File: src/hdl/rom_check_pkg.sv
/*
  Types shared by the ROM checker datapath and control.
  Holds the ROM word type, the checker state encoding and the
  command that carries returned ROM data into the digest fold.
*/
`default_nettype none

package rom_check_pkg;

  // One ROM word, also one digest lane
  typedef logic [31:0] rom_word_t;

  // Sparse state encoding
  // Five codes cannot all sit 3 apart in 5 bits, so Flush takes the
  // weak slot at distance 2 from Reading and Checking
  // All other pairs are at distance 3 or more
  typedef enum logic [4:0] {
    Idle     = 5'b00100,
    Reading  = 5'b10010,
    Flush    = 5'b11110,
    Checking = 5'b01111,
    Done     = 5'b11001
  } check_state_e;

  // Returned ROM word plus what to do with it
  // fold    word is part of the data region
  // capture word is one of the expected digest words
  typedef struct packed {
    logic      fold;
    logic      capture;
    rom_word_t data;
  } rom_load_cmd_t;

endpackage

`default_nettype wire

File: src/hdl/rom_mubi_pkg.sv
/*
  Multi-bit boolean encoding used for the check result.
  A single flipped bit never turns false into true.
  Import it wherever a 4-bit boolean is produced or decoded.
*/
`default_nettype none

package rom_mubi_pkg;

  // Four-bit boolean, only two of the sixteen codes are valid
  typedef logic [3:0] mubi4_t;

  localparam mubi4_t MuBi4True  = 4'h6;
  localparam mubi4_t MuBi4False = 4'h9;

  // Map a plain bit onto the multi-bit encoding
  function automatic mubi4_t mubi4_from_bool(logic val);
    return val ? MuBi4True : MuBi4False;
  endfunction

  // Strict decode, any invalid code reads as false
  function automatic logic mubi4_test_true(mubi4_t val);
    return val == MuBi4True;
  endfunction

endpackage

`default_nettype wire

File: src/hdl/rom_addr_counter.sv
/*
  Up counter with a redundant complemented shadow copy.
  Supplies the ROM address and the compare index.
  err_o flags any disagreement between the two copies.
*/
`default_nettype none

module rom_addr_counter #(
  parameter int unsigned Width = 4
) (
  input  logic             clk_i,
  input  logic             rst_ni,
  input  logic             clr_i,
  input  logic             incr_i,
  output logic [Width-1:0] cnt_o,
  output logic             err_o
);

  logic [Width-1:0] cnt_q;
  // Holds the bitwise inverse of cnt_q
  logic [Width-1:0] shadow_q;

  // Primary count
  always_ff @(posedge clk_i or negedge rst_ni) begin
    if (!rst_ni) begin
      cnt_q <= '0;
    end else if (clr_i) begin
      cnt_q <= '0;
    end else if (incr_i) begin
      cnt_q <= cnt_q + 1'b1;
    end
  end

  // Shadow steps down, so it stays the complement of the count
  always_ff @(posedge clk_i or negedge rst_ni) begin
    if (!rst_ni) begin
      shadow_q <= '1;
    end else if (clr_i) begin
      shadow_q <= '1;
    end else if (incr_i) begin
      shadow_q <= shadow_q - 1'b1;
    end
  end

  assign cnt_o = cnt_q;

  // Any glitch or fault on either copy shows up here
  assign err_o = (cnt_q != ~shadow_q);

  // Control never asks to clear and step in the same cycle
  ClrIncrExclusive_A: assert property (
    @(posedge clk_i) disable iff (!rst_ni)
    !(clr_i && incr_i)
  ) else $error("counter clr_i and incr_i both high");

endmodule

`default_nettype wire

File: src/hdl/rom_check_fsm.sv
/*
  Control for the ROM checker.
  Reads every ROM word after start_i, waits for the last word,
  walks the digest lanes for the compare and then parks in Done.
  Consistency checks on state and counter feed a sticky alert.
*/
`default_nettype none

module rom_check_fsm
  import rom_check_pkg::*;
#(
  parameter int unsigned RomDepth       = 16,
  parameter int unsigned NumDigestWords = 2
) (
  input  logic                        clk_i,
  input  logic                        rst_ni,
  input  logic                        start_i,
  input  logic [$clog2(RomDepth)-1:0] cnt_i,
  input  logic                        cnt_err_i,
  output logic                        cnt_clr_o,
  output logic                        cnt_incr_o,
  output logic                        rom_req_o,
  output logic                        fold_o,
  output logic                        capture_o,
  output logic                        cmp_en_o,
  output logic                        done_o,
  output logic                        alert_o
);

  localparam int unsigned CntW = $clog2(RomDepth);

  localparam int unsigned LastAddrInt = RomDepth - 1;
  localparam int unsigned DataEndInt  = RomDepth - NumDigestWords;
  localparam int unsigned LastIdxInt  = NumDigestWords - 1;

  localparam logic [CntW-1:0] LastAddr = LastAddrInt[CntW-1:0];
  // First address of the expected digest region
  localparam logic [CntW-1:0] DataEnd  = DataEndInt[CntW-1:0];
  localparam logic [CntW-1:0] LastIdx  = LastIdxInt[CntW-1:0];

  check_state_e state_q, state_d;

  logic fold_q, capture_q;
  logic alert_q;
  logic fsm_alert, start_alert, idle_cnt_alert, done_cnt_alert;

  // Next state and counter control
  always_comb begin
    state_d    = state_q;
    cnt_clr_o  = 1'b0;
    cnt_incr_o = 1'b0;
    fsm_alert  = 1'b0;
    unique case (state_q)
      Idle: begin
        if (start_i) begin
          state_d = Reading;
        end
      end
      Reading: begin
        // Last request goes out, counter restarts for the compare
        if (cnt_i == LastAddr) begin
          cnt_clr_o = 1'b1;
          state_d   = Flush;
        end else begin
          cnt_incr_o = 1'b1;
        end
      end
      Flush: begin
        // Last ROM word is on the bus this cycle
        state_d = Checking;
      end
      Checking: begin
        if (cnt_i == LastIdx) begin
          state_d = Done;
        end else begin
          cnt_incr_o = 1'b1;
        end
      end
      Done: begin
        // Stays here until reset
      end
      default: begin
        fsm_alert = 1'b1;
      end
    endcase
  end

  always_ff @(posedge clk_i or negedge rst_ni) begin
    if (!rst_ni) begin
      state_q <= Idle;
    end else begin
      state_q <= state_d;
    end
  end

  assign rom_req_o = (state_q == Reading);
  assign cmp_en_o  = (state_q == Checking);
  assign done_o    = (state_q == Done);

  // Request type delayed to line up with the ROM response
  always_ff @(posedge clk_i or negedge rst_ni) begin
    if (!rst_ni) begin
      fold_q    <= 1'b0;
      capture_q <= 1'b0;
    end else begin
      fold_q    <= rom_req_o && (cnt_i < DataEnd);
      capture_q <= rom_req_o && (cnt_i >= DataEnd);
    end
  end

  assign fold_o    = fold_q;
  assign capture_o = capture_q;

  // Start only makes sense from Idle
  assign start_alert    = start_i && (state_q != Idle);
  // Counter must be parked at zero before a run
  assign idle_cnt_alert = (state_q == Idle) && (cnt_i != '0);
  // Compare walk ends on the last lane
  assign done_cnt_alert = (state_q == Done) && (cnt_i != LastIdx);

  // Sticky until reset
  always_ff @(posedge clk_i or negedge rst_ni) begin
    if (!rst_ni) begin
      alert_q <= 1'b0;
    end else begin
      alert_q <= alert_q | fsm_alert | start_alert | idle_cnt_alert |
                 done_cnt_alert | cnt_err_i;
    end
  end

  assign alert_o = alert_q;

  // No ROM traffic left in flight once the result is reported
  NoReqInDone_A: assert property (
    @(posedge clk_i) disable iff (!rst_ni)
    done_o |-> !rom_req_o && !fold_o && !capture_o
  ) else $error("ROM traffic while done");

  // Compare index from the counter stays within the digest lanes
  CmpIdxInRange_A: assert property (
    @(posedge clk_i) disable iff (!rst_ni)
    cmp_en_o |-> (cnt_i <= LastIdx)
  ) else $error("compare index beyond last digest lane");

endmodule

`default_nettype wire

File: src/hdl/rom_check_top.sv
/*
  Top of the boot-time ROM integrity checker.
  Pulse start_i once, serve rom_req_o with data one cycle later,
  then read good_o when done_o is high.
*/
`default_nettype none

module rom_check_top
  import rom_check_pkg::*;
  import rom_mubi_pkg::*;
#(
  parameter int unsigned RomDepth       = 16,
  parameter int unsigned NumDigestWords = 2
) (
  input  logic                         clk_i,
  input  logic                         rst_ni,
  input  logic                         start_i,
  input  rom_word_t                    rom_rdata_i,
  output logic                         rom_req_o,
  output logic [$clog2(RomDepth)-1:0]  rom_addr_o,
  output logic                         done_o,
  output mubi4_t                       good_o,
  output logic                         alert_o,
  output logic [NumDigestWords*32-1:0] digest_o,
  output logic [NumDigestWords*32-1:0] exp_digest_o
);

  localparam int unsigned CntW = $clog2(RomDepth);
  localparam int unsigned IdxW = (NumDigestWords > 1) ? $clog2(NumDigestWords) : 1;

  logic [CntW-1:0] cnt;
  logic            cnt_err, cnt_clr, cnt_incr;
  logic            fold, capture, cmp_en;
  rom_load_cmd_t   load_cmd;

  rom_check_fsm #(
    .RomDepth      (RomDepth),
    .NumDigestWords(NumDigestWords)
  ) rom_check_fsm_inst (
    .clk_i, .rst_ni, .start_i,
    .cnt_i     (cnt),
    .cnt_err_i (cnt_err),
    .cnt_clr_o (cnt_clr),
    .cnt_incr_o(cnt_incr),
    .rom_req_o,
    .fold_o    (fold),
    .capture_o (capture),
    .cmp_en_o  (cmp_en),
    .done_o,
    .alert_o
  );

  // Address while reading, lane index while checking
  rom_addr_counter #(
    .Width(CntW)
  ) rom_addr_counter_inst (
    .clk_i, .rst_ni,
    .clr_i (cnt_clr),
    .incr_i(cnt_incr),
    .cnt_o (cnt),
    .err_o (cnt_err)
  );

  assign rom_addr_o = cnt;

  // Delayed strobes meet the returned word here
  assign load_cmd = '{fold: fold, capture: capture, data: rom_rdata_i};

  rom_digest_accum #(
    .RomDepth      (RomDepth),
    .NumDigestWords(NumDigestWords)
  ) rom_digest_accum_inst (
    .clk_i, .rst_ni,
    .load_i(load_cmd),
    .digest_o, .exp_digest_o
  );

  rom_digest_compare #(
    .NumDigestWords(NumDigestWords)
  ) rom_digest_compare_inst (
    .clk_i, .rst_ni,
    .cmp_en_i    (cmp_en),
    .idx_i       (cnt[IdxW-1:0]),
    .digest_i    (digest_o),
    .exp_digest_i(exp_digest_o),
    .good_o
  );

endmodule

`default_nettype wire

File: src/hdl/rom_digest_accum.sv
/*
  Digest datapath of the ROM checker.
  Data words are folded lane by lane with a rotate and xor.
  Expected digest words are captured in address order, so
  lane 0 holds the lowest expected-digest address.
*/
`default_nettype none

module rom_digest_accum
  import rom_check_pkg::*;
#(
  parameter int unsigned RomDepth       = 16,
  parameter int unsigned NumDigestWords = 2
) (
  input  logic                         clk_i,
  input  logic                         rst_ni,
  input  rom_load_cmd_t                load_i,
  output logic [NumDigestWords*32-1:0] digest_o,
  output logic [NumDigestWords*32-1:0] exp_digest_o
);

  localparam int unsigned PtrW        = (NumDigestWords > 1) ? $clog2(NumDigestWords) : 1;
  localparam int unsigned LastLaneInt = NumDigestWords - 1;
  localparam logic [PtrW-1:0] LastLane = LastLaneInt[PtrW-1:0];

  rom_word_t       digest_q     [NumDigestWords];
  rom_word_t       exp_digest_q [NumDigestWords];
  logic [PtrW-1:0] fold_ptr_q, cap_ptr_q;

  // Digest has to fit below the top of the ROM
  initial begin
    assert (NumDigestWords >= 1 && NumDigestWords < RomDepth)
      else $fatal(1, "NumDigestWords out of range");
  end

  // Fold into lane p and move on, wrapping at the last lane
  always_ff @(posedge clk_i or negedge rst_ni) begin
    if (!rst_ni) begin
      fold_ptr_q <= '0;
      for (int i = 0; i < NumDigestWords; i++) begin
        digest_q[i] <= '0;
      end
    end else if (load_i.fold) begin
      digest_q[fold_ptr_q] <= {digest_q[fold_ptr_q][30:0], digest_q[fold_ptr_q][31]} ^
                              load_i.data;
      fold_ptr_q           <= (fold_ptr_q == LastLane) ? '0 : fold_ptr_q + 1'b1;
    end
  end

  // Capture pointer, control only
  always_ff @(posedge clk_i or negedge rst_ni) begin
    if (!rst_ni) begin
      cap_ptr_q <= '0;
    end else if (load_i.capture) begin
      cap_ptr_q <= (cap_ptr_q == LastLane) ? '0 : cap_ptr_q + 1'b1;
    end
  end

  // Expected words themselves
  always_ff @(posedge clk_i) begin
    if (load_i.capture) begin
      exp_digest_q[cap_ptr_q] <= load_i.data;
    end
  end

  // Flatten, word 0 at the LSB
  for (genvar g = 0; g < NumDigestWords; g++) begin : gen_flat
    assign digest_o[32*g +: 32]     = digest_q[g];
    assign exp_digest_o[32*g +: 32] = exp_digest_q[g];
  end

  // Control marks each returned word as one kind only
  FoldCaptureExclusive_A: assert property (
    @(posedge clk_i) disable iff (!rst_ni)
    !(load_i.fold && load_i.capture)
  ) else $error("fold and capture both high");

endmodule

`default_nettype wire

File: src/hdl/rom_digest_compare.sv
/*
  Word by word compare of computed and expected digest.
  One lane per cmp_en_i cycle, lane chosen by idx_i.
  The result leaves as a registered multi-bit boolean.
*/
`default_nettype none

module rom_digest_compare
  import rom_check_pkg::*;
  import rom_mubi_pkg::*;
#(
  parameter int unsigned NumDigestWords = 2
) (
  input  logic                                                        clk_i,
  input  logic                                                        rst_ni,
  input  logic                                                        cmp_en_i,
  input  logic [(NumDigestWords > 1 ? $clog2(NumDigestWords) : 1)-1:0] idx_i,
  input  logic [NumDigestWords*32-1:0]                                digest_i,
  input  logic [NumDigestWords*32-1:0]                                exp_digest_i,
  output mubi4_t                                                      good_o
);

  rom_word_t digest_word, exp_word;
  logic      match_q, match_d;
  mubi4_t    good_q;

  // Lane select
  assign digest_word = digest_i[32*idx_i +: 32];
  assign exp_word    = exp_digest_i[32*idx_i +: 32];

  // One bad lane is enough to fail the whole check
  assign match_d = match_q && (digest_word == exp_word);

  always_ff @(posedge clk_i or negedge rst_ni) begin
    if (!rst_ni) begin
      match_q <= 1'b1;
    end else if (cmp_en_i) begin
      match_q <= match_d;
    end
  end

  // Takes match_d so the last lane counts on the cycle Done is entered
  always_ff @(posedge clk_i or negedge rst_ni) begin
    if (!rst_ni) begin
      good_q <= MuBi4False;
    end else if (cmp_en_i) begin
      good_q <= mubi4_from_bool(match_d);
    end
  end

  assign good_o = good_q;

endmodule

`default_nettype wire

File: config.mk
export PLATFORM = sky130hd
export DESIGN_NAME = rom_check_top
export DESIGN_NICKNAME = d
export VERILOG_FILES = /design/src/hdl/rom_check_pkg.sv /design/src/hdl/rom_mubi_pkg.sv /design/src/hdl/rom_addr_counter.sv /design/src/hdl/rom_check_fsm.sv /design/src/hdl/rom_check_top.sv /design/src/hdl/rom_digest_accum.sv /design/src/hdl/rom_digest_compare.sv
export SDC_FILE = /design/constraint.sdc
export NUM_CORES = 1
export LEC_CHECK = 0
export ABC_CLOCK_PERIOD_IN_PS = 2390
export CAP_MARGIN = 20
export CORE_ASPECT_RATIO = 1.75
export CORE_MARGIN = 3
export CORE_UTILIZATION = 40
export CTS_BUF_LIST = sky130_fd_sc_hd__clkbuf_8 sky130_fd_sc_hd__clkbuf_16
export CTS_CLUSTER_DIAMETER = 80
export DETAILED_ROUTE_END_ITERATION = 16
export DONT_BUFFER_PORTS = 1
export HOLD_SLACK_MARGIN = 0.15
export PLACE_DENSITY_LB_ADDON = 0.08
export SETUP_SLACK_MARGIN = 0.02
export SLEW_MARGIN = 25
export SYNTH_ARGS = -nofsm -noshare
export SYNTH_HDL_FRONTEND = slang
export SYNTH_SLANG_ARGS = --single-unit
File: constraint.sdc
create_clock -name clk_i -period 2.39 [get_ports clk_i]
set_clock_uncertainty 0.05 [all_clocks]
set_input_delay 0.3585 -clock clk_i [delete_from_list [all_inputs] [get_ports clk_i]]
set_output_delay 0.3585 -clock clk_i [all_outputs]
set_load 0.05 [all_outputs]
==> metrics.yaml <==
run_status:
  status: "complete, no violations"
layout:
  seq_area_um2: 4060
  drive_above_1_share_pct: 24.5
  fin_nets: 736
  syn2layout_area_growth_pct: 31.5
  fillCellCount: 1405
  mostFrequentLayoutCells: "132 x xnor2_1, 119 x buf_4, 78 x dfrtp_1"
  stdcell_area_um2: 8750
  multiInputGateArea_um2: 2460
  diodes: 0
  layout_commonest_cell: "xnor2_1"
global_route:
  groute.usage.overall_pct: 22.2
  grt_pass1_vias: 4876
  antenna_found_initial: 0
  grt_max_degree: 86
  grt_pass1_wl_um: 30100
  overflow: 0
placement:
  port_buffers: 0
  gp_congestion: 0.787
  dp_slack_ns: 0.359
  dp_hpwl_um: 14800
  dpl_cell_area_um2: 7760
floorplan:
  ios: 174
  die_w_um: 104
  coreArea_um2: 16100
  rows: 61
  start_util_pct: 41.3
  fp.dieArea_um2: 18300
  fp.dieH_um: 177
routing:
  first_pass_iters: 5
  wl_um: 20000
  ant_nets: 0
  drt_iter0_drc: 189
  drc: 0
  wl_per_cell_um: 21.5
  vias: 4605
  vias_per_cell: 4.96
timing:
  min_period_ns: 2.27
  hold_violations: 0
  slew_headroom_pct: 55.3
  setup_violations: 0
  fmax_mhz: 441
  layout_worst_path_cycle_share_pct: 94.8
  fin_setup_tns_ns: 0
  setup_ws_ns: 0.124
  slew_viol_final: 0
  rsz0062_at_grt: "no"
  whs_ns: 0.288
  tightest_slew_ns: 0.671
worst_setup_path:
  cp-start-kind: "flop"
  crit_start: "rom_check_fsm_inst.state_q[1]$_DFFE_PN0P_"
  endpoint_kind: "primary output"
  r2r-start: "rom_digest_accum_inst.exp_digest_q[1][10]$_DFFE_PP_"
  required_ns: 1.98
  cp_max_fo: 12
  crit_type: "reg2out"
  worst_ep_arrival_time_ns: 1.86
synth:
  syn_area_per_cell_um2: 12.2
  yosys-top-cells-area: "dfrtp_1 29%, edfxtp_1 29%, xnor2_1 17%"
  syn-cell-area_um2: 6660
  yosysWarnings: 0
  ys_types: 46
  synth_edf_count: 64
  synth-main-ff-cell: "dfrtp_1"
  synth_nets: 584
  ys_ff_latch: 149
  yosys.area.top_type_share_pct: 29.3
  synthArstFlopShare_pct: 57.0
  ys_seq_area_share_pct: 61.0
  yosys.area.top_type: "dfrtp_1"
  synthCells: 544
clock_network:
  cts_tree: "built"
  cts_buffers: 17
  clkSinkCount: 149
  root_buffer: "clkbuf_16"
  clk_pin_slew_ns: 0.06
  cts_setup_buffers: 0
  clkLatencyLatePin_ns: 0.42
  htree_levels: 4
  clk_path_buf_depth: 2
power_and_ir_drop:
  leakagePower_nw: 3.36
  vdd_drop_max_mv: 0.449
  p_per_area_nw_per_um2: 651
run:
  cap_violations: 0
hold_path:
  min_from: "start_i"
  worstHoldPathType: "in2reg"
## critical path, stage by stage, from the launching register on
cell	delay (ns)
dfrtp_1	0.52
and2b_1	0.23
nand3_2	0.33
clkinvlp_4	0.37
## where the power goes
group	switching, W	leakage [nW]	internal, W
registers	0	1.39	0.00267
clock network	0.00111	0.303	0.00176
logic	0.0000859	1.67	0.0000761
## per-layer routing
layer	GRT usage, %	share of wire, %	up-vias
li1	-	-	2173
met1	23.5	36	2249
met2	40.9	55	153
met3	6.28	6.0	30
met4	9.82	3.2	0
met5	0	0	-
## repair_timing
item	4_1_cts	5_1_grt
hold buffers	35	0
setup endpoints to repair	0	1
hold endpoints to repair	214	0
resized for setup	0	1
## registers in the layout (all words and copies together), names as in the netlist
register                            cells
rom_digest_compare_inst.good_o          2
rom_digest_accum_inst.digest_o         64
rom_check_fsm_inst.state_q              5
rom_check_fsm_inst.fold_o               1
rom_check_fsm_inst.alert_o              1
rom_digest_accum_inst.fold_ptr_q        1
rom_addr_counter_inst.cnt_o             4
rom_digest_compare_inst.match_q         1
rom_check_fsm_inst.capture_o            1
rom_digest_accum_inst.cap_ptr_q         1
rom_digest_accum_inst.exp_digest_q     64
rom_addr_counter_inst.shadow_q          4
## cell usage after synthesis, types with 2 or more instances
cell type	count
nand2b_1	2
xor2_1	8
o21ai_0	39
buf_6	2
o211ai_1	3
dfrtp_1	78
clkbuf_1	11
and2_1	3
and3_1	3
inv_1	8
nor4_1	3
buf_4	4
a21oi_1	37
nand3_1	4
buf_1	3
edfxtp_1	64
nor3_1	4
xnor2_1	132
dfstp_2	7
nand2_1	41
o21ai_1	2
nand4_1	18
nor2_1	39
buf_2	3
ha_1	5
## logic make-up after synthesis
| group | count (synthesis) | share of synthesized area (%) |
|---|---|---|
| XOR/XNOR | 140 | 18.4 |
| buffers and inverters | 31 | 2.26 |
| flip-flops | 149 | 61.0 |
| adder cells (fa/ha/maj) | 5 | 0.940 |
| AO/OA/AOI/OAI | 93 | 8.23 |
| AND/OR/NAND/NOR | 126 | 9.18 |
## per-stage QoR
| step | std cells | utilization [%] | total power (W) |
|---|---|---|---|
| floorplan | 544 | - | 0.00277 |
| global placement | 862 | 48.2 | 0.00277 |
| detailed placement | 862 | 48.2 | 0.00277 |
| CTS | 929 | 54.3 | 0.00576 |
| global route | 929 | 54.4 | 0.00588 |
| finish | 929 | 54.4 | 0.00570 |
## layout make-up
| class | instances | area share, % |
|---|---|---|
| timing repair buffer | 156 | 14.9 |
| inverter | 8 | 0.386 |
| multi-input combinational | 364 | 28.1 |
| sequential | 149 | 46.3 |
| tap | 220 | 3.14 |
| clock buffer | 17 | 4.86 |
| clock inverter | 15 | 2.30 |
## final timing paths
path	cells after the start	slack, ns	to
max	3	0.12	rom_req_o
min	3	0.29	rom_check_fsm_inst.state_q[1]$_DFFE_PN0P_
max reg2reg	5	0.39	rom_digest_compare_inst.good_o[0]$_DFFE_PN1N_
min reg2reg	1	0.44	rom_digest_accum_inst.fold_ptr_q$_DFFE_PN0P_
max in group asynchronous	2	1.40	rom_check_fsm_inst.state_q[2]$_DFFE_PN1P_
min in group asynchronous	2	0.44	rom_digest_accum_inst.digest_o[30]$_DFFE_PN0P_
Note: power is estimated with default switching activity, not from simulation.
